**config.mk**
```make
export PLATFORM = sky130hd
export DESIGN_NAME = comp_unit
export DESIGN_NICKNAME = d
export VERILOG_FILES = /design/src/comp_unit_pkg.sv /design/src/comp_unit.sv /design/src/dcr_status.sv /design/src/frame_ctrl.sv /design/src/header_capture.sv /design/src/payload_buffer.sv /design/src/response_framer.sv
export SDC_FILE = /design/constraint.sdc
export NUM_CORES = 1
export LEC_CHECK = 0
export ABC_AREA = 1
export BUFFER_PORTS_ARGS = -buffer_cell sky130_fd_sc_hd__buf_2
export CAP_MARGIN = 10
export CORE_MARGIN = 3
export CORE_UTILIZATION = 30
export DETAILED_ROUTE_END_ITERATION = 7
export SYNTH_ARGS = -nofsm -noshare
export SYNTH_HDL_FRONTEND = slang
export SYNTH_HIERARCHICAL = 1
export SYNTH_SLANG_ARGS = --single-unit
```
**constraint.sdc**
```tcl
create_clock -name clk -period 5.04 [get_ports clk]
set_input_delay 0.756 -clock clk [delete_from_list [all_inputs] [get_ports clk]]
set_output_delay 0.756 -clock clk [all_outputs]
set_load 0.05 [all_outputs]
```
**src/comp_unit_pkg.sv**
```systemverilog
`default_nettype none

package comp_unit_pkg;

   localparam int DATA_W    = 32;
   localparam int HDR_WORDS = 8;
   localparam int DCR_AW    = 10;

   // flag field of header word 4
   typedef enum logic [2:0] {
      OP_NONE   = 3'b000,
      OP_COPY   = 3'b001,
      OP_DECOMP = 3'b010,
      OP_COMP   = 3'b100
   } op_e;

   typedef enum logic [2:0] {
      CS_IDLE,
      CS_HEADER,
      CS_PAYLOAD,
      CS_DRAIN,
      CS_DONE
   } ctrl_state_e;

   // one locallink beat, flags active low
   typedef struct packed {
      logic [DATA_W-1:0] data;
      logic [3:0]        rem;
      logic              sof_n;
      logic              eof_n;
      logic              sop_n;
      logic              eop_n;
      logic              src_rdy_n;
   } llink_t;

   typedef struct packed {
      logic [2:0]        flag;
      logic [DATA_W-1:0] len;
      logic [9:0]        task_idx;
   } hdr_info_t;

   typedef struct packed {
      logic [DCR_AW-1:0] abus;
      logic [DATA_W-1:0] dbus;
      logic              read;
      logic              write;
   } dcr_req_t;

   localparam llink_t LLINK_IDLE = '{
      data: '0, rem: '0, sof_n: 1'b1, eof_n: 1'b1,
      sop_n: 1'b1, eop_n: 1'b1, src_rdy_n: 1'b1
   };

   // dcr register map
   localparam logic [DCR_AW-1:0] DCR_ADDR_CTRL = 10'h000;
   localparam logic [DCR_AW-1:0] DCR_ADDR_HDR  = 10'h003;
   localparam logic [DCR_AW-1:0] DCR_ADDR_CNT  = 10'h005;

   function automatic op_e decode_op(input logic [2:0] flag);
      case (flag)
         3'b001:  return OP_COPY;
         3'b010:  return OP_DECOMP;
         3'b100:  return OP_COMP;
         default: return OP_NONE;
      endcase
   endfunction

endpackage

`default_nettype wire

```
**src/comp_unit.sv**
```systemverilog
`timescale 1ns/100ps
`default_nettype none

module comp_unit
   import comp_unit_pkg::*;
#(
   parameter int FIFO_DEPTH = 16
) (
   input  wire logic         clk,
   input  wire logic         rst_n,
   input  wire llink_t       tx_link_i,
   input  wire logic         rx_dst_rdy_n_i,
   input  wire dcr_req_t     dcr_i,
   input  wire logic         rst_engine_ack_i,
   output logic              tx_dst_rdy_n_o,
   output llink_t            rx_link_o,
   output logic              dcr_ack_o,
   output logic [DATA_W-1:0] dcr_rdata_o,
   output logic              rst_engine_req_o
);

   hdr_info_t   info;
   ctrl_state_e state;
   llink_t      head;
   logic        hdr_en;
   logic        hdr_last;
   logic        pay_en;
   logic        drop_en;
   logic        credit_ok;
   logic        empty;
   logic        pop;
   logic        start_resp;
   logic        accept;
   logic        resp_done;
   logic        frame_done;

   frame_ctrl u_frame_ctrl (
      .clk              (clk),
      .rst_n            (rst_n),
      .rst_engine_ack_i (rst_engine_ack_i),
      .tx_link_i        (tx_link_i),
      .hdr_last         (hdr_last),
      .info             (info),
      .credit_ok        (credit_ok),
      .resp_done        (resp_done),
      .tx_dst_rdy_n_o   (tx_dst_rdy_n_o),
      .hdr_en           (hdr_en),
      .pay_en           (pay_en),
      .drop_en          (drop_en),
      .start_resp       (start_resp),
      .accept           (accept),
      .state_o          (state),
      .frame_done       (frame_done)
   );

   header_capture u_header_capture (
      .clk       (clk),
      .rst_n     (rst_n),
      .hdr_en    (hdr_en),
      .tx_link_i (tx_link_i),
      .hdr_last  (hdr_last),
      .info      (info)
   );

   payload_buffer #(
      .FIFO_DEPTH (FIFO_DEPTH)
   ) u_payload_buffer (
      .clk       (clk),
      .rst_n     (rst_n),
      .pay_en    (pay_en),
      .drop_en   (drop_en),
      .tx_link_i (tx_link_i),
      .pop       (pop),
      .head      (head),
      .empty     (empty),
      .credit_ok (credit_ok)
   );

   response_framer u_response_framer (
      .clk            (clk),
      .rst_n          (rst_n),
      .start_resp     (start_resp),
      .accept         (accept),
      .info           (info),
      .head           (head),
      .empty          (empty),
      .rx_dst_rdy_n_i (rx_dst_rdy_n_i),
      .rx_link_o      (rx_link_o),
      .pop            (pop),
      .resp_done      (resp_done)
   );

   dcr_status u_dcr_status (
      .clk              (clk),
      .rst_n            (rst_n),
      .dcr_i            (dcr_i),
      .state_o          (state),
      .info             (info),
      .frame_done       (frame_done),
      .dcr_ack_o        (dcr_ack_o),
      .dcr_rdata_o      (dcr_rdata_o),
      .rst_engine_req_o (rst_engine_req_o)
   );

endmodule

`default_nettype wire

```
**src/dcr_status.sv**
```systemverilog
`timescale 1ns/100ps
`default_nettype none

module dcr_status
   import comp_unit_pkg::*;
(
   input  wire logic        clk,
   input  wire logic        rst_n,
   input  wire dcr_req_t    dcr_i,
   input  wire ctrl_state_e state_o,
   input  wire hdr_info_t   info,
   input  wire logic        frame_done,
   output logic             dcr_ack_o,
   output logic [DATA_W-1:0] dcr_rdata_o,
   output logic             rst_engine_req_o
);

   logic [DATA_W-1:0] rdata_mux;
   logic [15:0]       frame_cnt;
   logic              rst_hit;

   // bit 0 here is bit 31 in the dcr bus numbering
   assign rst_hit = dcr_i.write && (dcr_i.abus == DCR_ADDR_CTRL) && dcr_i.dbus[0];

   always_comb begin
      rdata_mux = '0;
      case (dcr_i.abus)
         DCR_ADDR_CTRL: rdata_mux[31:29] = state_o;
         DCR_ADDR_HDR: begin
            rdata_mux[31:29] = info.flag;
            rdata_mux[9:0]   = info.task_idx;
         end
         DCR_ADDR_CNT:  rdata_mux[15:0] = frame_cnt;
         default: ;
      endcase
   end

   always_ff @(posedge clk) begin
      dcr_rdata_o <= rdata_mux;
   end

   always_ff @(posedge clk) begin
      if (!rst_n) begin
         dcr_ack_o        <= 1'b0;
         rst_engine_req_o <= 1'b0;
         frame_cnt        <= '0;
      end else begin
         dcr_ack_o        <= dcr_i.read || dcr_i.write;
         rst_engine_req_o <= rst_hit && !rst_engine_req_o;
         if (frame_done) begin
            frame_cnt <= frame_cnt + 1'b1;
         end
      end
   end

endmodule

`default_nettype wire

```
**src/frame_ctrl.sv**
```systemverilog
`timescale 1ns/100ps
`default_nettype none

module frame_ctrl
   import comp_unit_pkg::*;
(
   input  wire logic      clk,
   input  wire logic      rst_n,
   input  wire logic      rst_engine_ack_i,
   input  wire llink_t    tx_link_i,
   input  wire logic      hdr_last,
   input  wire hdr_info_t info,
   input  wire logic      credit_ok,
   input  wire logic      resp_done,
   output logic           tx_dst_rdy_n_o,
   output logic           hdr_en,
   output logic           pay_en,
   output logic           drop_en,
   output logic           start_resp,
   output logic           accept,
   output ctrl_state_e    state_o,
   output logic           frame_done
);

   ctrl_state_e state;
   ctrl_state_e state_nxt;
   op_e         op;
   logic        eng_rst_n;
   logic        beat;
   logic        resp_seen;

   // engine reset also taken from the dma acknowledge
   assign eng_rst_n = rst_n && !rst_engine_ack_i;

   assign op     = decode_op(info.flag);
   assign accept = (op == OP_COPY);
   assign beat   = !tx_link_i.src_rdy_n && !tx_dst_rdy_n_o;

   assign hdr_en     = (state == CS_HEADER) || (state == CS_IDLE && !tx_link_i.sof_n);
   assign pay_en     = (state == CS_PAYLOAD);
   assign drop_en    = (state == CS_DRAIN);
   assign start_resp = hdr_last;
   assign state_o    = state;

   // a header-only response may finish while payload is still being dropped
   assign frame_done = (state == CS_DONE) && (resp_done || resp_seen);

   always_comb begin
      case (state)
         CS_IDLE,
         CS_HEADER,
         CS_DRAIN:   tx_dst_rdy_n_o = 1'b0;
         CS_PAYLOAD: tx_dst_rdy_n_o = !credit_ok;
         default:    tx_dst_rdy_n_o = 1'b1;
      endcase
   end

   always_comb begin
      state_nxt = state;
      case (state)
         CS_IDLE: begin
            if (beat && !tx_link_i.sof_n) begin
               state_nxt = CS_HEADER;
            end
         end
         CS_HEADER: begin
            if (hdr_last) begin
               state_nxt = accept ? CS_PAYLOAD : CS_DRAIN;
            end
         end
         CS_PAYLOAD,
         CS_DRAIN: begin
            if (beat && !tx_link_i.eop_n) begin
               state_nxt = CS_DONE;
            end
         end
         CS_DONE: begin
            if (frame_done) begin
               state_nxt = CS_IDLE;
            end
         end
         default: state_nxt = CS_IDLE;
      endcase
   end

   always_ff @(posedge clk) begin
      if (!eng_rst_n) begin
         state     <= CS_IDLE;
         resp_seen <= 1'b0;
      end else begin
         state <= state_nxt;
         if (frame_done) begin
            resp_seen <= 1'b0;
         end else if (resp_done) begin
            resp_seen <= 1'b1;
         end
      end
   end

endmodule

`default_nettype wire

```
**src/header_capture.sv**
```systemverilog
`timescale 1ns/100ps
`default_nettype none

module header_capture
   import comp_unit_pkg::*;
(
   input  wire logic   clk,
   input  wire logic   rst_n,
   input  wire logic   hdr_en,
   input  wire llink_t tx_link_i,
   output logic        hdr_last,
   output hdr_info_t   info
);

   localparam int CW = $clog2(HDR_WORDS);

   logic [CW-1:0] cnt;
   logic [CW-1:0] word_idx;
   logic          beat;

   assign beat     = hdr_en && !tx_link_i.src_rdy_n;
   // sof restarts the count
   assign word_idx = tx_link_i.sof_n ? cnt : '0;
   assign hdr_last = beat && (word_idx == CW'(HDR_WORDS - 1));

   always_ff @(posedge clk) begin
      if (!rst_n) begin
         cnt  <= '0;
         info <= '0;
      end else if (beat) begin
         cnt <= word_idx + 1'b1;
         case (word_idx)
            CW'(4):  info.flag     <= tx_link_i.data[31:29];
            CW'(5):  info.len      <= tx_link_i.data;
            CW'(6):  info.task_idx <= tx_link_i.data[9:0];
            default: ;
         endcase
      end
   end

endmodule

`default_nettype wire

```
**src/payload_buffer.sv**
```systemverilog
`timescale 1ns/100ps
`default_nettype none

module payload_buffer
   import comp_unit_pkg::*;
#(
   parameter int FIFO_DEPTH = 16
) (
   input  wire logic   clk,
   input  wire logic   rst_n,
   input  wire logic   pay_en,
   input  wire logic   drop_en,
   input  wire llink_t tx_link_i,
   input  wire logic   pop,
   output llink_t      head,
   output logic        empty,
   output logic        credit_ok
);

   localparam int AW = $clog2(FIFO_DEPTH);

   llink_t      mem [FIFO_DEPTH];
   logic [AW:0] wr_ptr;
   logic [AW:0] rd_ptr;
   logic [AW:0] credits;
   logic        push;

   assign credit_ok = (credits != '0);

   // dropped beats never reach the fifo and cost no credit
   assign push = pay_en && !drop_en && credit_ok && !tx_link_i.src_rdy_n;

   // extra pointer bit tells full from empty
   assign empty = (wr_ptr == rd_ptr);
   assign head  = mem[rd_ptr[AW-1:0]];

   always_ff @(posedge clk) begin
      if (push) begin
         mem[wr_ptr[AW-1:0]] <= tx_link_i;
      end
   end

   always_ff @(posedge clk) begin
      if (!rst_n) begin
         wr_ptr <= '0;
         rd_ptr <= '0;
      end else begin
         if (push) begin
            wr_ptr <= wr_ptr + 1'b1;
         end
         if (pop) begin
            rd_ptr <= rd_ptr + 1'b1;
         end
      end
   end

   // one credit per free slot
   always_ff @(posedge clk) begin
      if (!rst_n) begin
         credits <= (AW + 1)'(FIFO_DEPTH);
      end else begin
         case ({push, pop})
            2'b10:   credits <= credits - 1'b1;
            2'b01:   credits <= credits + 1'b1;
            default: credits <= credits;
         endcase
      end
   end

endmodule

`default_nettype wire

```
**src/response_framer.sv**
```systemverilog
`timescale 1ns/100ps
`default_nettype none

module response_framer
   import comp_unit_pkg::*;
(
   input  wire logic      clk,
   input  wire logic      rst_n,
   input  wire logic      start_resp,
   input  wire logic      accept,
   input  wire hdr_info_t info,
   input  wire llink_t    head,
   input  wire logic      empty,
   input  wire logic      rx_dst_rdy_n_i,
   output llink_t         rx_link_o,
   output logic           pop,
   output logic           resp_done
);

   localparam int CW = $clog2(HDR_WORDS);

   llink_t        out_q;
   llink_t        hdr_beat;
   llink_t        pay_beat;
   logic [CW-1:0] hdr_cnt;
   logic [CW-1:0] idx;
   logic          hdr_phase;
   logic          pay_phase;
   logic          load_ok;

   assign rx_link_o = out_q;

   // output slot is free or being taken this cycle
   assign load_ok   = out_q.src_rdy_n || !rx_dst_rdy_n_i;
   assign idx       = start_resp ? '0 : hdr_cnt;
   assign pop       = load_ok && !start_resp && !hdr_phase && pay_phase && !empty;
   assign resp_done = !out_q.src_rdy_n && !rx_dst_rdy_n_i && !out_q.eof_n;

   always_comb begin
      hdr_beat           = LLINK_IDLE;
      hdr_beat.src_rdy_n = 1'b0;
      hdr_beat.sof_n     = (idx != '0);
      // header-only response ends on word 7
      hdr_beat.eof_n     = accept || (idx != CW'(HDR_WORDS - 1));
      case (idx)
         CW'(4):  hdr_beat.data = {info.flag, accept, 28'h0};
         CW'(5):  hdr_beat.data = info.len;
         CW'(6):  hdr_beat.data = {22'h0, info.task_idx};
         default: hdr_beat.data = '0;
      endcase
   end

   always_comb begin
      pay_beat           = head;
      pay_beat.src_rdy_n = 1'b0;
      pay_beat.sof_n     = 1'b1;
      pay_beat.eof_n     = head.eop_n;
   end

   always_ff @(posedge clk) begin
      if (!rst_n) begin
         out_q     <= LLINK_IDLE;
         hdr_cnt   <= '0;
         hdr_phase <= 1'b0;
         pay_phase <= 1'b0;
      end else if (start_resp) begin
         out_q     <= hdr_beat;
         hdr_cnt   <= CW'(1);
         hdr_phase <= 1'b1;
      end else if (load_ok) begin
         if (hdr_phase) begin
            out_q   <= hdr_beat;
            hdr_cnt <= hdr_cnt + 1'b1;
            if (hdr_cnt == CW'(HDR_WORDS - 1)) begin
               hdr_phase <= 1'b0;
               pay_phase <= accept;
            end
         end else if (pop) begin
            out_q     <= pay_beat;
            pay_phase <= head.eop_n;
         end else begin
            out_q <= LLINK_IDLE;
         end
      end
   end

endmodule

`default_nettype wire

```
## After elaboration in Yosys (flattened, before gate mapping)

Memories as Yosys holds them, arrays and structs flattened. A register that Yosys moved wholly into a read port is not among the register bits.
Cells that the tools add are included.

- Reductions and logical operators: 58
- Equality and inequality tests: 27
- Multiplexer cells: 32
- Add/subtract/negate cells: 7
- Bitwise logic cells: 3

Operators by type and width:

| operator | count |
|---|---|
| two-way mux 41 bit | 4 |
| one-hot mux 32 bit (3 select lines) | 1 |
| == test 3 bit, second input constant | 10 |
| logical AND 1 bit | 20 |
| one-hot mux 10 bit (2 select lines) | 1 |
| two-way mux 3 bit | 6 |
| adder 16 x 1 -> 16 bit, second input constant | 1 |
| adder 5 x 1 -> 5 bit, second input constant | 3 |
| zero test 1 bit | 14 |
| two-way mux 1 bit | 13 |
| one-hot mux 3 bit (4 select lines) | 1 |
| == test 10 x 2 -> 1 bit, second input constant | 1 |
| == test 10 x 3 -> 1 bit, second input constant | 1 |
| zero test 10 bit | 1 |
| one-hot mux 5 bit (2 select lines) | 1 |
| AND reduction 2 bit | 5 |
| == test 3 x 1 -> 1 bit, second input constant | 3 |
| == test 3 x 2 -> 1 bit, second input constant | 3 |
| one-hot mux 3 bit (3 select lines) | 1 |
| two-way mux 4 bit | 2 |
| AND reduction 4 bit | 2 |
| nonzero test 2 bit | 4 |
| adder 3 x 1 -> 3 bit, second input constant | 2 |
| != test 2 bit, second input constant | 3 |
| 15 further kinds | 24 |

- RAM bits: 656
- Memories kept: 1
- Word-level logic and storage cells: 153
- Register bits: 150
- Input port bits: 89
- Output and inout bits: 76

Memory list:

| name | depth | width | read ports | clocked after Yosys merged registers in | wr ports | RTL line | source |
|---|---|---|---|---|---|---|---|
| u_payload_buffer.mem | 16 | 41 | 1 | 1 | 1 | payload_buffer.sv:22 | `llink_t mem [FIFO_DEPTH];` |

## Logic depth before layout (Yosys ltp)

- Depth after elaboration: 14
- Gate-level depth with buffers: 21
- Mapped depth without buffers: 19

## Cells and area by module

The synthesis kept the hierarchy.

Modules (own cells, without submodules):

| module | area an instance (µm²) | cells each | seq. area each (µm²) | instances |
|---|---|---|---|---|
| payload_buffer | 29255.6 | 2791 | 20079.3 | 1 |
| response_framer | 2361.0 | 316 | 920.9 | 1 |
| header_capture | 2125.8 | 308 | 960.9 | 1 |
| dcr_status | 1636.6 | 214 | 740.7 | 1 |
| frame_ctrl | 324.1 | 53 | 80.1 | 1 |

## Worst setup path before layout

OpenSTA, ideal clock, no wires.

- Kind: input to register
- Start point: in tx_link_i[0] (netlist bit)
- End point: mem u_payload_buffer/mem[3][0] (netlist bit) (enable)
- Arrival time: 3.991 ns
- Stages: 3
- Setup slack: 0.559 ns
- Path through: nor3b_2 -> nand2_2 -> nor3_1

- Word-level cells in the longest chain between the ends: 4

RTL lines:

| element | RTL line | source |
|---|---|---|
| start, declared | comp_unit.sv:11 | `input wire llink_t tx_link_i,` |
| zero test 1 bit | payload_buffer.sv:31 | `assign push = pay_en && !drop_en && credit_ok && !tx_link_i.src_rdy_n;` |
| logical AND 1 bit | payload_buffer.sv:31 |  |
| two-way mux 1 bit | payload_buffer.sv:38 | `if (push) begin` |
| two-way mux 1 bit (implied by the code) | payload_buffer.sv:39 | `mem[wr_ptr[AW-1:0]] <= tx_link_i;` |
| end, declared | payload_buffer.sv:22 |  |

Every way passes these cells.

## Worst setup path in the final report

- Start point: reg u_frame_ctrl.state[1], in the netlist u_frame_ctrl/state_o[1]
- End point: reg u_payload_buffer.credits[3]

- Word-level cells in the longest chain between the ends: 12
- Elaborated cells between the ends (all ways): 21
- Classes of those cells: eq/ne: 5; mux: 1; reduce/logical: 15

RTL lines:

| element | RTL line | source |
|---|---|---|
| start, declared | frame_ctrl.sv:25 | `ctrl_state_e state;` |
| start signal, assigned | frame_ctrl.sv:91 | `state <= state_nxt;` |
| zero test 3 bit | frame_ctrl.sv:39 | `assign hdr_en = (state == CS_HEADER) \|\| (state == CS_IDLE && !tx_link_i.sof_n);` |
| logical AND 1 bit | frame_ctrl.sv:39 |  |
| logical OR 1 bit * | frame_ctrl.sv:39 |  |
| net hdr_en | comp_unit.sv:25 | `logic hdr_en;` |
| logical AND 1 bit * | header_capture.sv:21 | `assign beat = hdr_en && !tx_link_i.src_rdy_n;` |
| logical AND 1 bit * | header_capture.sv:24 | `assign hdr_last = beat && (word_idx == CW'(HDR_WORDS - 1));` |
| net hdr_last | comp_unit.sv:26 | `logic hdr_last;` |
| zero test 1 bit * | response_framer.sv:36 | `assign pop = load_ok && !start_resp && !hdr_phase && pay_phase && !empty;` |
| logical AND 1 bit * (4 in a row) | response_framer.sv:36 |  |
| net pop | comp_unit.sv:31 | `logic pop;` |
| == test 2 x 1 -> 1 bit or == test 2 bit (tied branches) | payload_buffer.sv:62 | `case ({push, pop})` |
| one-hot mux 5 bit (2 select lines) or nonzero test 2 bit (tied branches) | -- |  |
| end signal, assigned | payload_buffer.sv:63 | `2'b10: credits <= credits - 1'b1;` |
| end signal, assigned | payload_buffer.sv:64 | `2'b01: credits <= credits + 1'b1;` |
| end signal, assigned | payload_buffer.sv:65 | `default: credits <= credits;` |
| end, declared | payload_buffer.sv:25 | `logic [AW:0] credits;` |

The timed path passes the listed nets; every way through them passes the cells marked *.
A chain may end at the register's enable or synchronous reset.

==> metrics <==
worst hold stages=3; number of maximum-capacitance violations=0; via count=approximately 23000; insertion delay of the later-clocked pin in the worst-skew pair=about 0.63 ns; I/O pin total=about 170; Pre-Repair DR Iteration Count=6; fillcell total=roughly 11000; H-tree level count=3; number of buffers inserted to repair setup after CTS=0; starting density of the core=0.303; via count of the first global-routing pass=around 22000; multi-input gate area in the final layout=between 9000 and 10000 µm²; count of instances resized after the clock tree is built=0; Worst Path Class, Setup=reg -> reg; synthesis-to-finish area growth=12.6%; cells along the critical path=nor2_1 -> nand2_1 -> nand2_1 -> nand2_1 -> nor2_1 -> buf_4 -> inv_2 -> nand2_2 -> nor2_4 -> nand2_4 -> inv_4 -> ha_1 -> inv_1 -> ha_1 -> a21oi_1 -> nand2_1 -> nand2_1 -> nand3_1 -> nand2_1 -> inv_1; area of the placeable core=111000 µm²; pin count of the biggest net entering global routing=between 100 and 150; Sinks on Clock Net=762; number of routed nets with antenna violations=0; number of antenna violations at the first check in global routing=18; Max Fanout on Critical Path=42; delay contributed by the slowest stage of the critical path=0.47 ns; final cycle utilization of the critical path=0.676; Slowest-stage cell, CP=sky130_fd_sc_hd__dfxtp_1; RSZ-0062 raised after global routing=no; drc violations=0; Synth Instances=between 3000 and 4000; category of cells accounting for the largest share of critical-path delay=simple AND/OR/NAND/NOR gates; mean cell area of the mapped netlist=around 9.6 µm²; first-pass GRT wire length=between 100 and 150 mm; Port Buf Inserts=between 100 and 150; via-per-instance ratio=4.58; leakage=about 16 nW; FF-to-FF path depth=20; outcome=completed; number of buffers inserted by hold repair at cts=0; drt total wl=between 80 and 90 mm; most repeated library cell on the critical path=sky130_fd_sc_hd__nand2_1; final hold viol count=0; buffer and inverter count on the worst path=5; measured slew at the worst slew-check pin=between 1 and 1.5 ns; std cell rows=between 100 and 150; FF/Latch Area=around 21000 µm²; clk buf depth=3; Post-Synthesis Cell Area=33700 µm²; HPWL Detailed=50.5 mm; top achievable clock speed=0.293 GHz; depth of the critical timing path with buffers and inverters included=20; die span in y=341 µm; clock buffer count from CTS=78; shortest clock period the worst path allows after layout=around 3.4 ns; critical path arrival=a little under 4 ns; startpoint kind of the worst setup timing path=flop; worst IR drop on VDD=206 µV; Iter 0 DRT Violations=around 2000; worst clock skew=roughly 0.021 ns; Max Slew Vio Count=0; clock slew seen by the registers of the worst setup and hold paths=0.06 ns; Final nets=between 3000 and 4000; layout cells sized above 1=0.106; global-route congestion overflow total=0; Slew HR=0.230; setup slack, reg-to-reg=1.63 ns; Data required, critical path=5.56 ns; Tot GR Track Use=0.146; clock root buffer master=sky130_fd_sc_hd__clkbuf_16; detailed-route wire length per cell=17.0 µm; synth warn=6; Setup-failing EPs final=0; endpoint class of the critical path=flop; final estimated routing congestion in global placement=0.816; setup TNS=0 ns; Tightest Hold Check Type=in -> reg; pwr dens=~330 nW/µm²; overall power of the completed layout=roughly 0.013 W; TritonCTS clock tree=built; full die area=approximately 120000 µm²; x dimension of the die=approximately 340 µm
==> per-stage QoR <==
stage	setup WS, ns	std cells	instance area (µm²)	hold slack, ns	utilization
6_report	1.63	5116	38000	0.342	0.342
5_1_grt	1.29	5113	38000	0.327	0.342
4_1_cts	1.62	5113	38000	0.303	0.342
3_5_place_dp	1.28	4972	35500	0.416	0.319
3_3_place_gp	1.26	4972	35500	0.407	0.319
2_1_floorplan	0.770	3511	33800	0.422	-
==> report_power, final <==
group          switching [W]  leakage [nW]  total (W)  internal, W
Combinational       0.000174          7.73   0.000211    0.0000373
Clock                0.00240          1.22    0.00569      0.00329
Sequential        0.00000515          6.71    0.00679      0.00678
==> tightest hold or removal path: stages <==
cell,delay [ns]
sky130_fd_sc_hd__buf_2,0.07
sky130_fd_sc_hd__nor2_1,0.03
sky130_fd_sc_hd__nor2_1,0.07
==> per-layer routing <==
layer	share of wire	wire (µm)	global-route usage	up-vias
met5	0	0	0	-
met4	0.030	2580	0.0442	0
met3	0.052	4560	0.0217	159
met2	0.48	41500	0.244	668
met1	0.44	38100	0.196	11198
li1	-	-	-	11387
==> cell usage in the layout, fill, tap and decap left out, types with 6 or more instances in the layout <==
cell	count
sky130_fd_sc_hd__nand2_1	1043
sky130_fd_sc_hd__edfxtp_1	608
sky130_fd_sc_hd__nand3_1	552
sky130_fd_sc_hd__inv_1	548
sky130_fd_sc_hd__dfxtp_1	150
sky130_fd_sc_hd__buf_2	119
sky130_fd_sc_hd__nor2_1	114
sky130_fd_sc_hd__a21oi_1	88
sky130_fd_sc_hd__clkbuf_16	82
sky130_fd_sc_hd__buf_4	40
sky130_fd_sc_hd__o21ai_0	26
sky130_fd_sc_hd__nor2_4	22
sky130_fd_sc_hd__nand2_2	22
sky130_fd_sc_hd__clkbuf_1	16
sky130_fd_sc_hd__inv_2	15
sky130_fd_sc_hd__a31oi_2	15
sky130_fd_sc_hd__ha_1	14
sky130_fd_sc_hd__clkinv_1	13
sky130_fd_sc_hd__conb_1	13
sky130_fd_sc_hd__nor3_1	11
sky130_fd_sc_hd__clkinv_2	10
sky130_fd_sc_hd__nor2_2	8
sky130_fd_sc_hd__a21boi_1	8
sky130_fd_sc_hd__nand4_1	6
sky130_fd_sc_hd__xnor2_1	6
==> flip-flops by register name, indices dropped and copies added (netlist names), 3 cells and up, named ones only <==
name	flops
u_payload_buffer/mem	608
u_dcr_status/dcr_rdata_o	19
u_frame_ctrl/state_o	3
u_header_capture/info	45
u_payload_buffer/credits	5
u_response_framer/hdr_cnt	3
u_payload_buffer/rd_ptr	5
u_header_capture/cnt	3
u_dcr_status/frame_cnt	16
u_payload_buffer/wr_ptr	5
u_response_framer/rx_link_o	41
==> cell type report <==
type / instances / share of cell area
Sequential cell: 762 / 0.563
Multi-Input combinational cell: 1989 / 0.240
Clock buffer: 105 / 0.0573
Inverter: 569 / 0.0566
Tap cell: 1488 / 0.0490
Timing Repair Buffer: 164 / 0.0262
Clock inverter: 36 / 0.00850
Antenna cell: 3 / 0.000198
==> worst paths after layout <==
check                                       end                     startpoint
hold / removal           u_dcr_status/dcr_ack_o                       dcr_i[1]
hold reg to reg   u_dcr_status/rst_engine_req_o  u_dcr_status/rst_engine_req_o
setup / recovery    u_payload_buffer/credits[3]        u_frame_ctrl/state_o[1]
setup reg to reg    u_payload_buffer/credits[3]        u_frame_ctrl/state_o[1]
Note: power is estimated with default switching activity, not from simulation.
